**src/hw/pipe_consts.svh**
```systemverilog
`ifndef PIPE_CONSTS_SVH
`define PIPE_CONSTS_SVH

// one bit per pipeline register, PC up to the WB slot
`define PIPE_VEC_W 6

// cycles a mul/div instruction keeps EX occupied
`define MULDIV_LATENCY 4

`endif

```
**src/hw/pipe_types_pkg.sv**
```systemverilog
package pipe_types_pkg;

  // widths seen by the datapath side of the core

  typedef logic [31:0] pc_t;       // instruction address
  typedef logic [4:0]  reg_idx_t;  // x0..x31

endpackage

```
**src/hw/pipe_ctrl_pkg.sv**
```systemverilog
`include "pipe_consts.svh"

package pipe_ctrl_pkg;

  typedef logic [`PIPE_VEC_W-1:0] stage_vec_t;  // stall / flush request per register

  // bit positions inside stage_vec_t
  localparam int stg_pc    = 0;
  localparam int stg_ifid  = 1;
  localparam int stg_idex  = 2;
  localparam int stg_exmem = 3;
  localparam int stg_memwb = 4;
  localparam int stg_wb    = 5;  // write-back slot, no register behind it

  // mul/div sequencer
  typedef enum logic [1:0] {
    MDU_IDLE,
    MDU_BUSY,
    MDU_DONE
  } mdu_state_e;

endpackage

```
**src/hw/hazard_unit.sv**
```systemverilog
`timescale 1ns/1ps

module hazard_unit (
  input  logic                      rst,
  input  logic                      mem_wait_i,    // data memory not ready
  input  logic                      if_wait_i,     // fetch not ready
  input  logic                      trap_flush_i,
  input  logic                      trap_stall_i,
  input  logic                      jump_ex_i,     // taken branch/jump resolved in EX
  input  logic                      mdu_busy_i,
  input  logic                      load_use_i,
  output pipe_ctrl_pkg::stage_vec_t stall_o,
  output pipe_ctrl_pkg::stage_vec_t flush_o
);
  import pipe_ctrl_pkg::*;

  // single-bit masks
  localparam stage_vec_t b_pc    = stage_vec_t'(1) << stg_pc;
  localparam stage_vec_t b_ifid  = stage_vec_t'(1) << stg_ifid;
  localparam stage_vec_t b_idex  = stage_vec_t'(1) << stg_idex;
  localparam stage_vec_t b_exmem = stage_vec_t'(1) << stg_exmem;
  localparam stage_vec_t b_memwb = stage_vec_t'(1) << stg_memwb;
  localparam stage_vec_t b_wb    = stage_vec_t'(1) << stg_wb;

  localparam stage_vec_t rst_flush = b_pc | b_ifid | b_idex | b_exmem | b_memwb;

  localparam stage_vec_t mem_wait_stall   = b_pc | b_ifid | b_idex | b_exmem;
  localparam stage_vec_t mem_wait_flush   = b_memwb;  // the load/store in MEM cannot retire
  localparam stage_vec_t if_wait_stall    = b_pc | b_ifid | b_idex | b_exmem;
  localparam stage_vec_t if_wait_flush    = '0;
  localparam stage_vec_t trap_flush_stall = b_ifid;
  localparam stage_vec_t trap_flush_flush = b_ifid | b_idex | b_exmem;
  localparam stage_vec_t trap_stall_stall = b_pc | b_ifid | b_idex | b_exmem | b_memwb | b_wb;
  localparam stage_vec_t trap_stall_flush = b_ifid | b_idex | b_exmem;
  localparam stage_vec_t jump_stall       = b_ifid;
  localparam stage_vec_t jump_flush       = b_ifid | b_idex;  // two younger tags dropped
  localparam stage_vec_t mul_div_stall    = b_pc | b_ifid | b_idex;
  localparam stage_vec_t mul_div_flush    = b_exmem;
  localparam stage_vec_t load_use_stall   = b_pc | b_ifid;
  localparam stage_vec_t load_use_flush   = b_idex;  // one bubble behind the load

  // later stage wins, so memory back-pressure sits on top
  always_comb begin
    if (rst) begin
      stall_o = '0;
      flush_o = rst_flush;
    end else if (mem_wait_i) begin
      stall_o = mem_wait_stall;
      flush_o = mem_wait_flush;
    end else if (if_wait_i) begin
      stall_o = if_wait_stall;
      flush_o = if_wait_flush;
    end else if (trap_flush_i) begin
      stall_o = trap_flush_stall;
      flush_o = trap_flush_flush;
    end else if (trap_stall_i) begin
      stall_o = trap_stall_stall;
      flush_o = trap_stall_flush;
    end else if (jump_ex_i) begin
      stall_o = jump_stall;
      flush_o = jump_flush;
    end else if (mdu_busy_i) begin
      stall_o = mul_div_stall;
      flush_o = mul_div_flush;
    end else if (load_use_i) begin
      stall_o = load_use_stall;
      flush_o = load_use_flush;
    end else begin
      stall_o = '0;
      flush_o = '0;
    end
  end

endmodule

```
**src/hw/mul_div_sequencer.sv**
```systemverilog
`timescale 1ns/1ps
`include "pipe_consts.svh"

module mul_div_sequencer (
  input  logic clk,
  input  logic rst,
  input  logic ex_muldiv_i,  // valid mul/div tag in ID/EX
  input  logic stall_ex_i,   // EX/MEM stall bit, older hazard freezing EX
  output logic busy_o
);
  import pipe_ctrl_pkg::*;

  localparam int cnt_w = $clog2(`MULDIV_LATENCY);

  mdu_state_e       state_q;
  mdu_state_e       state_d;
  logic [cnt_w-1:0] cnt_q;
  logic [cnt_w-1:0] cnt_d;

  always_comb begin
    state_d = state_q;
    cnt_d   = cnt_q;
    case (state_q)
      MDU_IDLE: begin
        if (ex_muldiv_i) begin
          state_d = MDU_BUSY;
          cnt_d   = cnt_w'(`MULDIV_LATENCY - 1);  // this cycle already counts
        end
      end
      MDU_BUSY: begin
        if (!ex_muldiv_i) begin
          state_d = MDU_IDLE;  // flushed out of EX
        end else if (!stall_ex_i) begin
          cnt_d = cnt_q - 1'b1;
          if (cnt_q == cnt_w'(1)) begin
            state_d = MDU_DONE;
          end
        end
      end
      MDU_DONE: begin
        // stay put while EX is frozen, else the same tag would restart
        if (!ex_muldiv_i || !stall_ex_i) begin
          state_d = MDU_IDLE;
        end
      end
      default: state_d = MDU_IDLE;
    endcase
  end

  always_ff @(posedge clk) begin
    if (rst) begin
      state_q <= MDU_IDLE;
      cnt_q   <= '0;
    end else begin
      state_q <= state_d;
      cnt_q   <= cnt_d;
    end
  end

  // rises with the tag, drops in DONE so the result can leave EX
  assign busy_o = ex_muldiv_i && (state_q != MDU_DONE);

  a_busy_bounded: assert property (@(posedge clk) disable iff (rst)
    $rose(busy_o) ##0 (busy_o && !stall_ex_i) [*`MULDIV_LATENCY] |=> !busy_o);

endmodule

```
**src/hw/stage_tracker.sv**
```systemverilog
`timescale 1ns/1ps

module stage_tracker (
  input  logic                      clk,
  input  logic                      rst,
  input  logic                      if_valid_i,
  input  pipe_types_pkg::pc_t       if_pc_i,
  input  logic                      if_is_load_i,
  input  logic                      if_is_muldiv_i,
  input  pipe_types_pkg::reg_idx_t  if_rs1_i,
  input  pipe_types_pkg::reg_idx_t  if_rs2_i,
  input  pipe_types_pkg::reg_idx_t  if_rd_i,
  input  pipe_ctrl_pkg::stage_vec_t stall_i,
  input  pipe_ctrl_pkg::stage_vec_t flush_i,
  output logic                      load_use_o,
  output logic                      ex_muldiv_o,
  output logic                      wb_valid_o,
  output pipe_types_pkg::pc_t       wb_pc_o
);
  import pipe_types_pkg::*;
  import pipe_ctrl_pkg::*;

  // valid + pc for every register, IF/ID through MEM/WB
  logic vld_q [stg_ifid:stg_memwb];
  logic vld_d [stg_ifid:stg_memwb];
  pc_t  pc_q  [stg_ifid:stg_memwb];
  pc_t  pc_d  [stg_ifid:stg_memwb];

  // decode fields only matter up to ID/EX
  logic     ifid_ld;
  logic     ifid_md;
  reg_idx_t ifid_rs1;
  reg_idx_t ifid_rs2;
  reg_idx_t ifid_rd;
  logic     idex_ld;
  logic     idex_md;
  reg_idx_t idex_rd;

  always_comb begin
    vld_d[stg_ifid] = if_valid_i && !stall_i[stg_pc];
    pc_d[stg_ifid]  = if_pc_i;
    for (int s = stg_ifid + 1; s <= stg_memwb; s++) begin
      vld_d[s] = vld_q[s-1] && !stall_i[s-1];  // upstream held, take a bubble
      pc_d[s]  = pc_q[s-1];
    end
  end

  // flush beats stall on the valid bit, payload only moves when not stalled
  always_ff @(posedge clk) begin
    for (int s = stg_ifid; s <= stg_memwb; s++) begin
      if (rst || flush_i[s]) begin
        vld_q[s] <= 1'b0;
      end else if (!stall_i[s]) begin
        vld_q[s] <= vld_d[s];
      end
    end
  end

  always_ff @(posedge clk) begin
    for (int s = stg_ifid; s <= stg_memwb; s++) begin
      if (!stall_i[s]) begin
        pc_q[s] <= pc_d[s];
      end
    end
  end

  always_ff @(posedge clk) begin
    if (!stall_i[stg_ifid]) begin
      ifid_ld  <= if_is_load_i;
      ifid_md  <= if_is_muldiv_i;
      ifid_rs1 <= if_rs1_i;
      ifid_rs2 <= if_rs2_i;
      ifid_rd  <= if_rd_i;
    end
    if (!stall_i[stg_idex]) begin
      idex_ld <= ifid_ld;
      idex_md <= ifid_md;
      idex_rd <= ifid_rd;
    end
  end

  // load in EX feeding the instruction in ID, x0 never counts
  assign load_use_o = vld_q[stg_idex] && idex_ld && (idex_rd != '0) && vld_q[stg_ifid] &&
                      ((idex_rd == ifid_rs1) || (idex_rd == ifid_rs2));

  assign ex_muldiv_o = vld_q[stg_idex] && idex_md;

  assign wb_valid_o = vld_q[stg_memwb] && !stall_i[stg_wb];  // no retire while WB held
  assign wb_pc_o    = pc_q[stg_memwb];

  // a load-use hit lasts one cycle unless ID/EX itself is held
  a_load_use_one_cycle: assert property (@(posedge clk) disable iff (rst)
    load_use_o && !stall_i[stg_idex] |=> !load_use_o);

endmodule

```
**src/hw/pipeline_ctrl_top.sv**
```systemverilog
`timescale 1ns/1ps

module pipeline_ctrl_top (
  input  logic                      clk,
  input  logic                      rst,
  input  logic                      if_valid_i,
  input  pipe_types_pkg::pc_t       if_pc_i,
  input  logic                      if_is_load_i,
  input  logic                      if_is_muldiv_i,
  input  pipe_types_pkg::reg_idx_t  if_rs1_i,
  input  pipe_types_pkg::reg_idx_t  if_rs2_i,
  input  pipe_types_pkg::reg_idx_t  if_rd_i,
  input  logic                      mem_wait_i,
  input  logic                      if_wait_i,
  input  logic                      trap_flush_i,
  input  logic                      trap_stall_i,
  input  logic                      jump_ex_i,
  output pipe_ctrl_pkg::stage_vec_t stall_o,
  output pipe_ctrl_pkg::stage_vec_t flush_o,
  output logic                      wb_valid_o,
  output pipe_types_pkg::pc_t       wb_pc_o
);
  import pipe_ctrl_pkg::*;

  logic load_use_hit;
  logic ex_muldiv;
  logic mdu_busy;

  stage_tracker u_tracker (
    .clk            (clk),
    .rst            (rst),
    .if_valid_i     (if_valid_i),
    .if_pc_i        (if_pc_i),
    .if_is_load_i   (if_is_load_i),
    .if_is_muldiv_i (if_is_muldiv_i),
    .if_rs1_i       (if_rs1_i),
    .if_rs2_i       (if_rs2_i),
    .if_rd_i        (if_rd_i),
    .stall_i        (stall_o),
    .flush_i        (flush_o),
    .load_use_o     (load_use_hit),
    .ex_muldiv_o    (ex_muldiv),
    .wb_valid_o     (wb_valid_o),
    .wb_pc_o        (wb_pc_o)
  );

  // EX/MEM bit only, older hazards never set it through mdu_busy
  mul_div_sequencer u_mdu (
    .clk         (clk),
    .rst         (rst),
    .ex_muldiv_i (ex_muldiv),
    .stall_ex_i  (stall_o[stg_exmem]),
    .busy_o      (mdu_busy)
  );

  hazard_unit u_hazard (
    .rst          (rst),
    .mem_wait_i   (mem_wait_i),
    .if_wait_i    (if_wait_i),
    .trap_flush_i (trap_flush_i),
    .trap_stall_i (trap_stall_i),
    .jump_ex_i    (jump_ex_i),
    .mdu_busy_i   (mdu_busy),
    .load_use_i   (load_use_hit),
    .stall_o      (stall_o),
    .flush_o      (flush_o)
  );

endmodule

```
**config.mk**
```make
export PLATFORM = sky130hd
export DESIGN_NAME = pipeline_ctrl_top
export DESIGN_NICKNAME = d
export VERILOG_FILES = /design/src/hw/pipe_types_pkg.sv /design/src/hw/pipe_ctrl_pkg.sv /design/src/hw/hazard_unit.sv /design/src/hw/mul_div_sequencer.sv /design/src/hw/stage_tracker.sv /design/src/hw/pipeline_ctrl_top.sv
export VERILOG_INCLUDE_DIRS = /design/src /design/src/hw
export SDC_FILE = /design/constraint.sdc
export NUM_CORES = 1
export LEC_CHECK = 0
export ABC_AREA = 1
export CELL_PAD_IN_SITES_DETAIL_PLACEMENT = 0
export CELL_PAD_IN_SITES_GLOBAL_PLACEMENT = 2
export CORE_UTILIZATION = 49
export CTS_BUF_LIST = sky130_fd_sc_hd__clkbuf_16
export CTS_CLUSTER_SIZE = 14
export DETAILED_ROUTE_END_ITERATION = 8
export DONT_BUFFER_PORTS = 1
export GPL_ROUTABILITY_DRIVEN = 0
export GPL_TIMING_DRIVEN = 0
export HOLD_SLACK_MARGIN = 0.03
export PLACE_DENSITY_LB_ADDON = 0.2
export SLEW_MARGIN = 20
export SYNTH_ARGS = -nofsm -noshare
export SYNTH_HDL_FRONTEND = slang
export SYNTH_SLANG_ARGS = --single-unit
```
**constraint.sdc**
```tcl
create_clock -name clk -period 5.9 [get_ports clk]
set_input_delay 0.295 -clock clk [delete_from_list [all_inputs] [get_ports clk]]
set_output_delay 0.295 -clock clk [all_outputs]
set_load 0.05 [all_outputs]
```
==> results of run 1 <==
-- area by class of cell --
cell class,instances,area [um2],area share (%)
Multi-Input combinational cell,89,518,7.76
Buffer,4,30.0,0.450
Tap cell,140,175,2.63
Clock buffer,17,425,6.38
Inverter,30,115,1.73
Timing Repair Buffer,53,549,8.23
Clock inverter,15,93.8,1.41
Sequential cell,160,4760,71.4
-- metrics by stage --
stage | setup slack (ns) | utilization, %
floorplan | 2.72 | -
global placement | 2.19 | 51.8
detailed placement | 3.54 | 52.5
CTS | 3.07 | 61.8
global route | 2.87 | 61.8
finish | 3.09 | 61.8
-- final timing paths --
kind,to,cells after the start,startpoint,slack (ns)
worst max-delay path,stall_o[1],10,u_tracker.idex_rd[2],3.09
worst min-delay path,u_tracker.vld_q[0][4],2,rst,0.08
worst max register to register,u_tracker.pc_q[0][32],8,u_tracker.idex_rd[1],3.88
worst min register to register,u_tracker.pc_q[0][140],0,u_tracker.pc_q[0][108],0.42
-- where the power goes --
| part | internal, uW | switching [uW] |
|---|---|---|
| clock network | 531 | 426 |
| logic | 56.5 | 93.5 |
| registers | 1350 | 97.5 |
-- layer usage --
layer / wire length, um / up-vias
met1: 3270 / 1136
met2: 4180 / 75
met3: 502 / 17
met4: 203 / 0
li1: - / 1173
met5: 0 / -
-- flip-flops by register name, indices dropped and copies added, names as in the netlist --
register,flops
u_tracker.pc_q,128
u_tracker.idex_ld,1
u_tracker.idex_md,1
u_tracker.vld_q,4
u_tracker.ifid_rs2,5
u_mdu.cnt_q,2
u_tracker.ifid_rs1,5
u_tracker.ifid_ld,1
u_mdu.state_q,2
u_tracker.ifid_rd,5
u_tracker.idex_rd,5
u_tracker.ifid_md,1
-- synth_stat cells, drive strengths merged --
cell    instances  area share [%]
a21oi           8             1.0
buf             4            0.55
conb            1           0.069
dfxtp           4             1.5
edfxtp        156              86
ha              1            0.23
inv            30             2.1
nand2          31             2.2
nand3           8            0.83
nand4           1            0.12
nor2           21             2.3
nor3            2            0.28
nor3b           1            0.14
o211ai          1            0.23
o21ai           4            0.44
o31ai           2            0.28
or2             1            0.12
xnor2           2            0.32
xor2            5            0.81
-- cell families after synthesis --
family | count (synthesis)
and+or+nand+nor | 65
AOI/OAI and AO/OA | 15
buffers and inverters | 34
adders and majority gates | 1
DFF | 160
other | 1
xor gates and xnor gates | 7
-- critical path, delay by kind of cell (launching register included) --
| family | cells | cell delay (ns) |
|---|---|---|
| buf+inv | 2 | 0.64 |
| simple gates | 8 | 0.94 |
| flops | 1 | 0.46 |
-- what timing repair did --
action,in CTS,in global routing
setup endpoints to repair,0,0
hold buffers,49,0
hold endpoints to repair,49,0
==> metrics.md, run 1 <==
| Metric | Value |
|---|---|
| Largest family of logic cells by synthesized area | simple AND/OR/NAND/NOR gates |
| Final Setup Violations | 0 |
| Cells along the critical path | nand2_1 -> nand2_1 -> nor2_1 -> nand3_1 -> nand2_1 -> nand2_1 -> nand2_1 -> nand2_2 -> buf_12 -> inv_1 |
| Worst Hold Class | in2reg |
| Clock latency on the worst-skew pair | 0.42 ns |
| I/O Pins | 102 |
| Max_cap viols | 0 |
| Routed WL | 8150 um |
| Total CTS buffers | 17 |
| Slew @ Worst Pin | 0.878 ns |
| Antenna violations before repair | 0 |
| Most used cell, CP | nand2_1 |
| Post-CTS setup buffers | 0 |
| DR vias/cell | 4.73 |
| Clk sinks | 160 |
| Area growth from synthesis to layout | 23.1% |
| Setup TNS | 0 ns |
| Most frequent cells in the layout | edfxtp_1, dlygate4sd3_1, nand2_1 |
| Fillcell total | 766 |
| Drt drc | 0 |
| Routing usage on met1 | 16.9% |
| Mux cell area share after synthesis | 0% |
| Critical path arrival | 2.51 ns |
| Synth Net Count | 341 |
| Lkg Pwr | 0.00244 uW |
| Maximum clock frequency | 0.356 GHz |
| Post-placement cell count | 427 |
| DR pass1 iterations | 4 |
| Share of layout cells above drive strength 1 | 16.6% |
| Adder-Cell Fraction of Synth Area | 0.231% |
| Vias in the first global route | 2356 |
| Final period util | 47.6% |
| ANT cells | 0 |
| RSZ-0062 raised after global routing | false |
| Die Span X | 107 um |
| Post-CTS sizing | 0 |
| Die Y | 107 um |
| Worst ir drop on vdd | 0.306 mV |
| Req. time, crit path | 5.61 ns |
| Area after DPL | 0.00566 mm2 |
| Ys Warns | 0 |
| Final hold vios | 0 |
| CTS max path bufs | 2 |
| Root buf cell | clkbuf_16 |
| Die Footprint | 0.0115 mm2 |
| Largest net degree at the start of global routing | 35 |
| Slowest Stage Delay on Critical Path | 0.46 ns |
| Synthesis-stage register bit count | 160 |
| Pwr/cell area | 382 mW/mm2 |
| DR WL/cell | 16.0 um |
| Fin Hold WS | 0.0819 ns |
| Busiest grt layer | met2 |
| PortBufs | 0 |
| Mapped cell area | 0.00542 mm2 |
| Design area | 0.00667 mm2 |
| Post-Layout Cell Count | 508 |
| Crit-path max FO | 34 |
| Total power | 2550 uW |
| 1st-iter DRT viols | 124 |
| CTS tree | done |
| Post-Synthesis Cells | 283 |
| Total Routing Usage GR | 15.8% |
| Seq/Total Area, Yosys | 87.9% |
| Startpoint Class | flip-flop |
| Clock Skew | 0.00348 ns |
| Critical path class | reg2out |
| GRT met3 Usage | 8.15% |
| Fin. max-slew vios | 0 |
| Setup crit end kind | output port |
| Reg clk slew, reported paths | 0.06 ns |
| Initial Utilization | 50.2% |
| Overflow after GRT | 0 |
| Synth Area in Compound Gates | 1.96% |
| Min Tclk post-route | 2.81 ns |
| Simple-Gate Fraction of Synth Area | 5.98% |
| First-pass GRT wire length | 12200 um |
| Unique masters post-synth | 30 |
| Area of the core | 0.0108 mm2 |
| ANT nets after route | 0 |
| Commonest non-fill, non-tap cell in the layout | edfxtp_1 |
| Slew HR | 41.2% |
| XOR/XNOR share of the synthesized area | 1.13% |
| Avg Inst Size Synth | 19.1 um2 |
| Nets@finish | 413 |
| H-tree depth | 4 |
| CP max stage cell | edfxtp_1 |
| Met2 GRT Util | 25.4% |
| Row Count | 38 |
| Vias after detailed routing | 2401 |
| DP Wirelength | 4880 um |
| Outcome | complete, no violations |
Note: power is estimated with default switching activity, not from simulation.
==> run 2, diff against run 1 <==
Settings changed: CORE_UTILIZATION 49 to 45.
Clock period 5.9 ns to 2.7 ns, I/O delays scaled along.
==> run 2 against run 1 <==
- the flow now finishes with violations (design-rule violations)
- non-clock buffer count rose by 1
- critical path depth fell by 2
- combinational power rose by 120%
- register-to-register slack got worse by 3.1 ns
==> metrics.md, run 2 (synthesis gave the netlist of run 1 again) <==
| Metric | Value |
|---|---|
| Worst Hold Class | in2reg |
| Crit-path max FO | 50 |
| Final hold vios | 0 |
| DR pass1 iterations | 6 |
| I/O Pins | 102 |
| Largest net degree at the start of global routing | 51 |
| CP max stage cell | edfxtp_1 |
| Pwr/cell area | 853 mW/mm2 |
| 1st-iter DRT viols | 116 |
| Routed WL | 7950 um |
| Antenna violations before repair | 0 |
| Setup ws final | 0.285 ns |
| Setup TNS | 0 ns |
| Share of layout cells above drive strength 1 | 17.3% |
| CTS max path bufs | 2 |
| Fillcell total | 871 |
| Slew @ Worst Pin | 0.874 ns |
| Slew HR | 41.5% |
| Top Layer Used | met4 |
| Area of the core | 0.0116 mm2 |
| CTS tree | done |
| Row Count | 39 |
| Clock Skew | 0.0108 ns |
| Root buf cell | clkbuf_16 |
| Critical path class | reg2out |
| Worst ir drop on vdd | 0.577 mV |
| Worst Setup Slack post-DPL | 0.371 ns |
| Met1 wire length | 3490 um |
| H-tree depth | 4 |
| Die Y | 112 um |
| Final Setup Violations | 0 |
| Most frequent cells in the layout | edfxtp_1, dlygate4sd3_1, nand2_1 |
| ANT nets after route | 0 |
| Clock latency on the worst-skew pair | 0.42 ns |
| Flip-flop count of the largest register after layout | 128 |
| Clk sinks | 160 |
| ANT cells | 0 |
| Total Routing Usage GR | 14.2% |
| Critical path arrival | 2.28 ns |
| RSZ-0062 raised after global routing | false |
| Initial Utilization | 46.8% |
| Largest Register | u_tracker.pc_q |
| Drt drc | 8 |
| Lkg Pwr | 0.00247 uW |
| DR vias/cell | 4.72 |
| Hold Crit Start | trap_flush_i |
| Final period util | 89.4% |
| Die Footprint | 0.0125 mm2 |
| Vias after detailed routing | 2417 |
| Fin Hold WS | 0.0785 ns |
| Min Tclk post-route | 2.41 ns |
| Outcome | complete, but fails checks |
| CP Launch Point | u_tracker.idex_rd[0] |
| Wire length on met2 | 3670 um |
| Total CTS buffers | 17 |
| Most used cell, CP | nand2_1 |
| Req. time, crit path | 2.57 ns |
| Nets@finish | 414 |
| Reg-to-reg critical path startpoint | u_tracker.vld_q[0][2] |
| Reg clk slew, reported paths | 0.06 ns |
| DP Wirelength | 4720 um |
| Area growth from synthesis to layout | 24.9% |
| Commonest non-fill, non-tap cell in the layout | edfxtp_1 |
| Die Span X | 112 um |
| Slowest Stage Delay on Critical Path | 0.43 ns |
| Overflow after GRT | 0 |
| First-pass GRT wire length | 12700 um |
| Max_cap viols | 0 |
| Vias in the first global route | 2495 |
| Failing checks | design-rule violations |
| Final Util | 58.5% |
| Setup crit end kind | output port |
| DR WL/cell | 15.5 um |
| Met3 WL | 620 um |
| Startpoint Class | flip-flop |
| PortBufs | 0 |
| Maximum clock frequency | 0.414 GHz |
| Total power | 5770 uW |
| Cells along the critical path | xor2_1 -> nor2_1 -> nand3_1 -> nand2_1 -> nand2_1 -> nand2_1 -> nand2_8 -> clkinvlp_4 |
| Fin. max-slew vios | 0 |
[run 2: cell count changes in the layout (fill, tap and decap cells not counted), sizes merged]
cell | before | now
buf | 8 | 5
clkinv | 12 | 8
bufinv | 0 | 1
inv | 32 | 35
dlygate4sd3 | 49 | 53
[run 2: repair_timing]
item                                    in CTS  in global routing
hold buffers                                52                  1
endpoints found under the setup margin       0                  1
hold endpoints to repair                    55                  1
gates resized for setup                      0                  2
buffers inserted                             0                  0
[run 2: worst max-delay path, delay by kind of cell, from the launching register on]
kind	cells	cell delay [ns]
xor+xnor	1	0.20
buf+inv	1	0.37
flops	1	0.43
simple gates	6	0.84
[run 2: area by class of cell]
class                   instances  area (um2)  share of cell area (%)
flip-flops and latches        160        4760                    70.4
repair buffers                 54         558                    8.25
multi-input cells              89         538                    7.95
clock buffers                  17         425                    6.29
well taps                     143         179                    2.64
clock inverters                15         153                    2.26
inverters                      30         119                    1.76
plain buffers                   4        30.0                   0.444
[run 2: metal layers]
layer / vias to the layer above / GRT usage [%]
li1: 1170 / -
met1: 1145 / 17.4
met2: 88 / 21.2
met3: 14 / 6.86
met4: 0 / 6.94
met5: - / 0
[run 2: where the power goes]
part	internal [uW]	total, uW	switching, uW
Sequential	2940	3150	211
Combinational	125	334	208
Clock	1300	2280	987
Total	4360	5770	1410
[run 2: path summary, 6_finish.rpt]
path                                 to  slack [ns]  cells after the start
setup / recovery             stall_o[1]        0.29                      8
hold / removal    u_tracker.vld_q[0][3]        0.08                      4
setup reg to reg  u_tracker.pc_q[0][81]        0.75                      8
hold reg to reg    u_tracker.idex_rd[4]        0.42                      0
[run 2: stage by stage]
| stage | instances | area (um2) |
|---|---|---|
| detailed placement | 427 | 5640 |
| finish | 512 | 6770 |
| global placement | 426 | 5600 |
| global route | 512 | 6770 |
| floorplan | 283 | 5430 |
| CTS | 511 | 6740 |
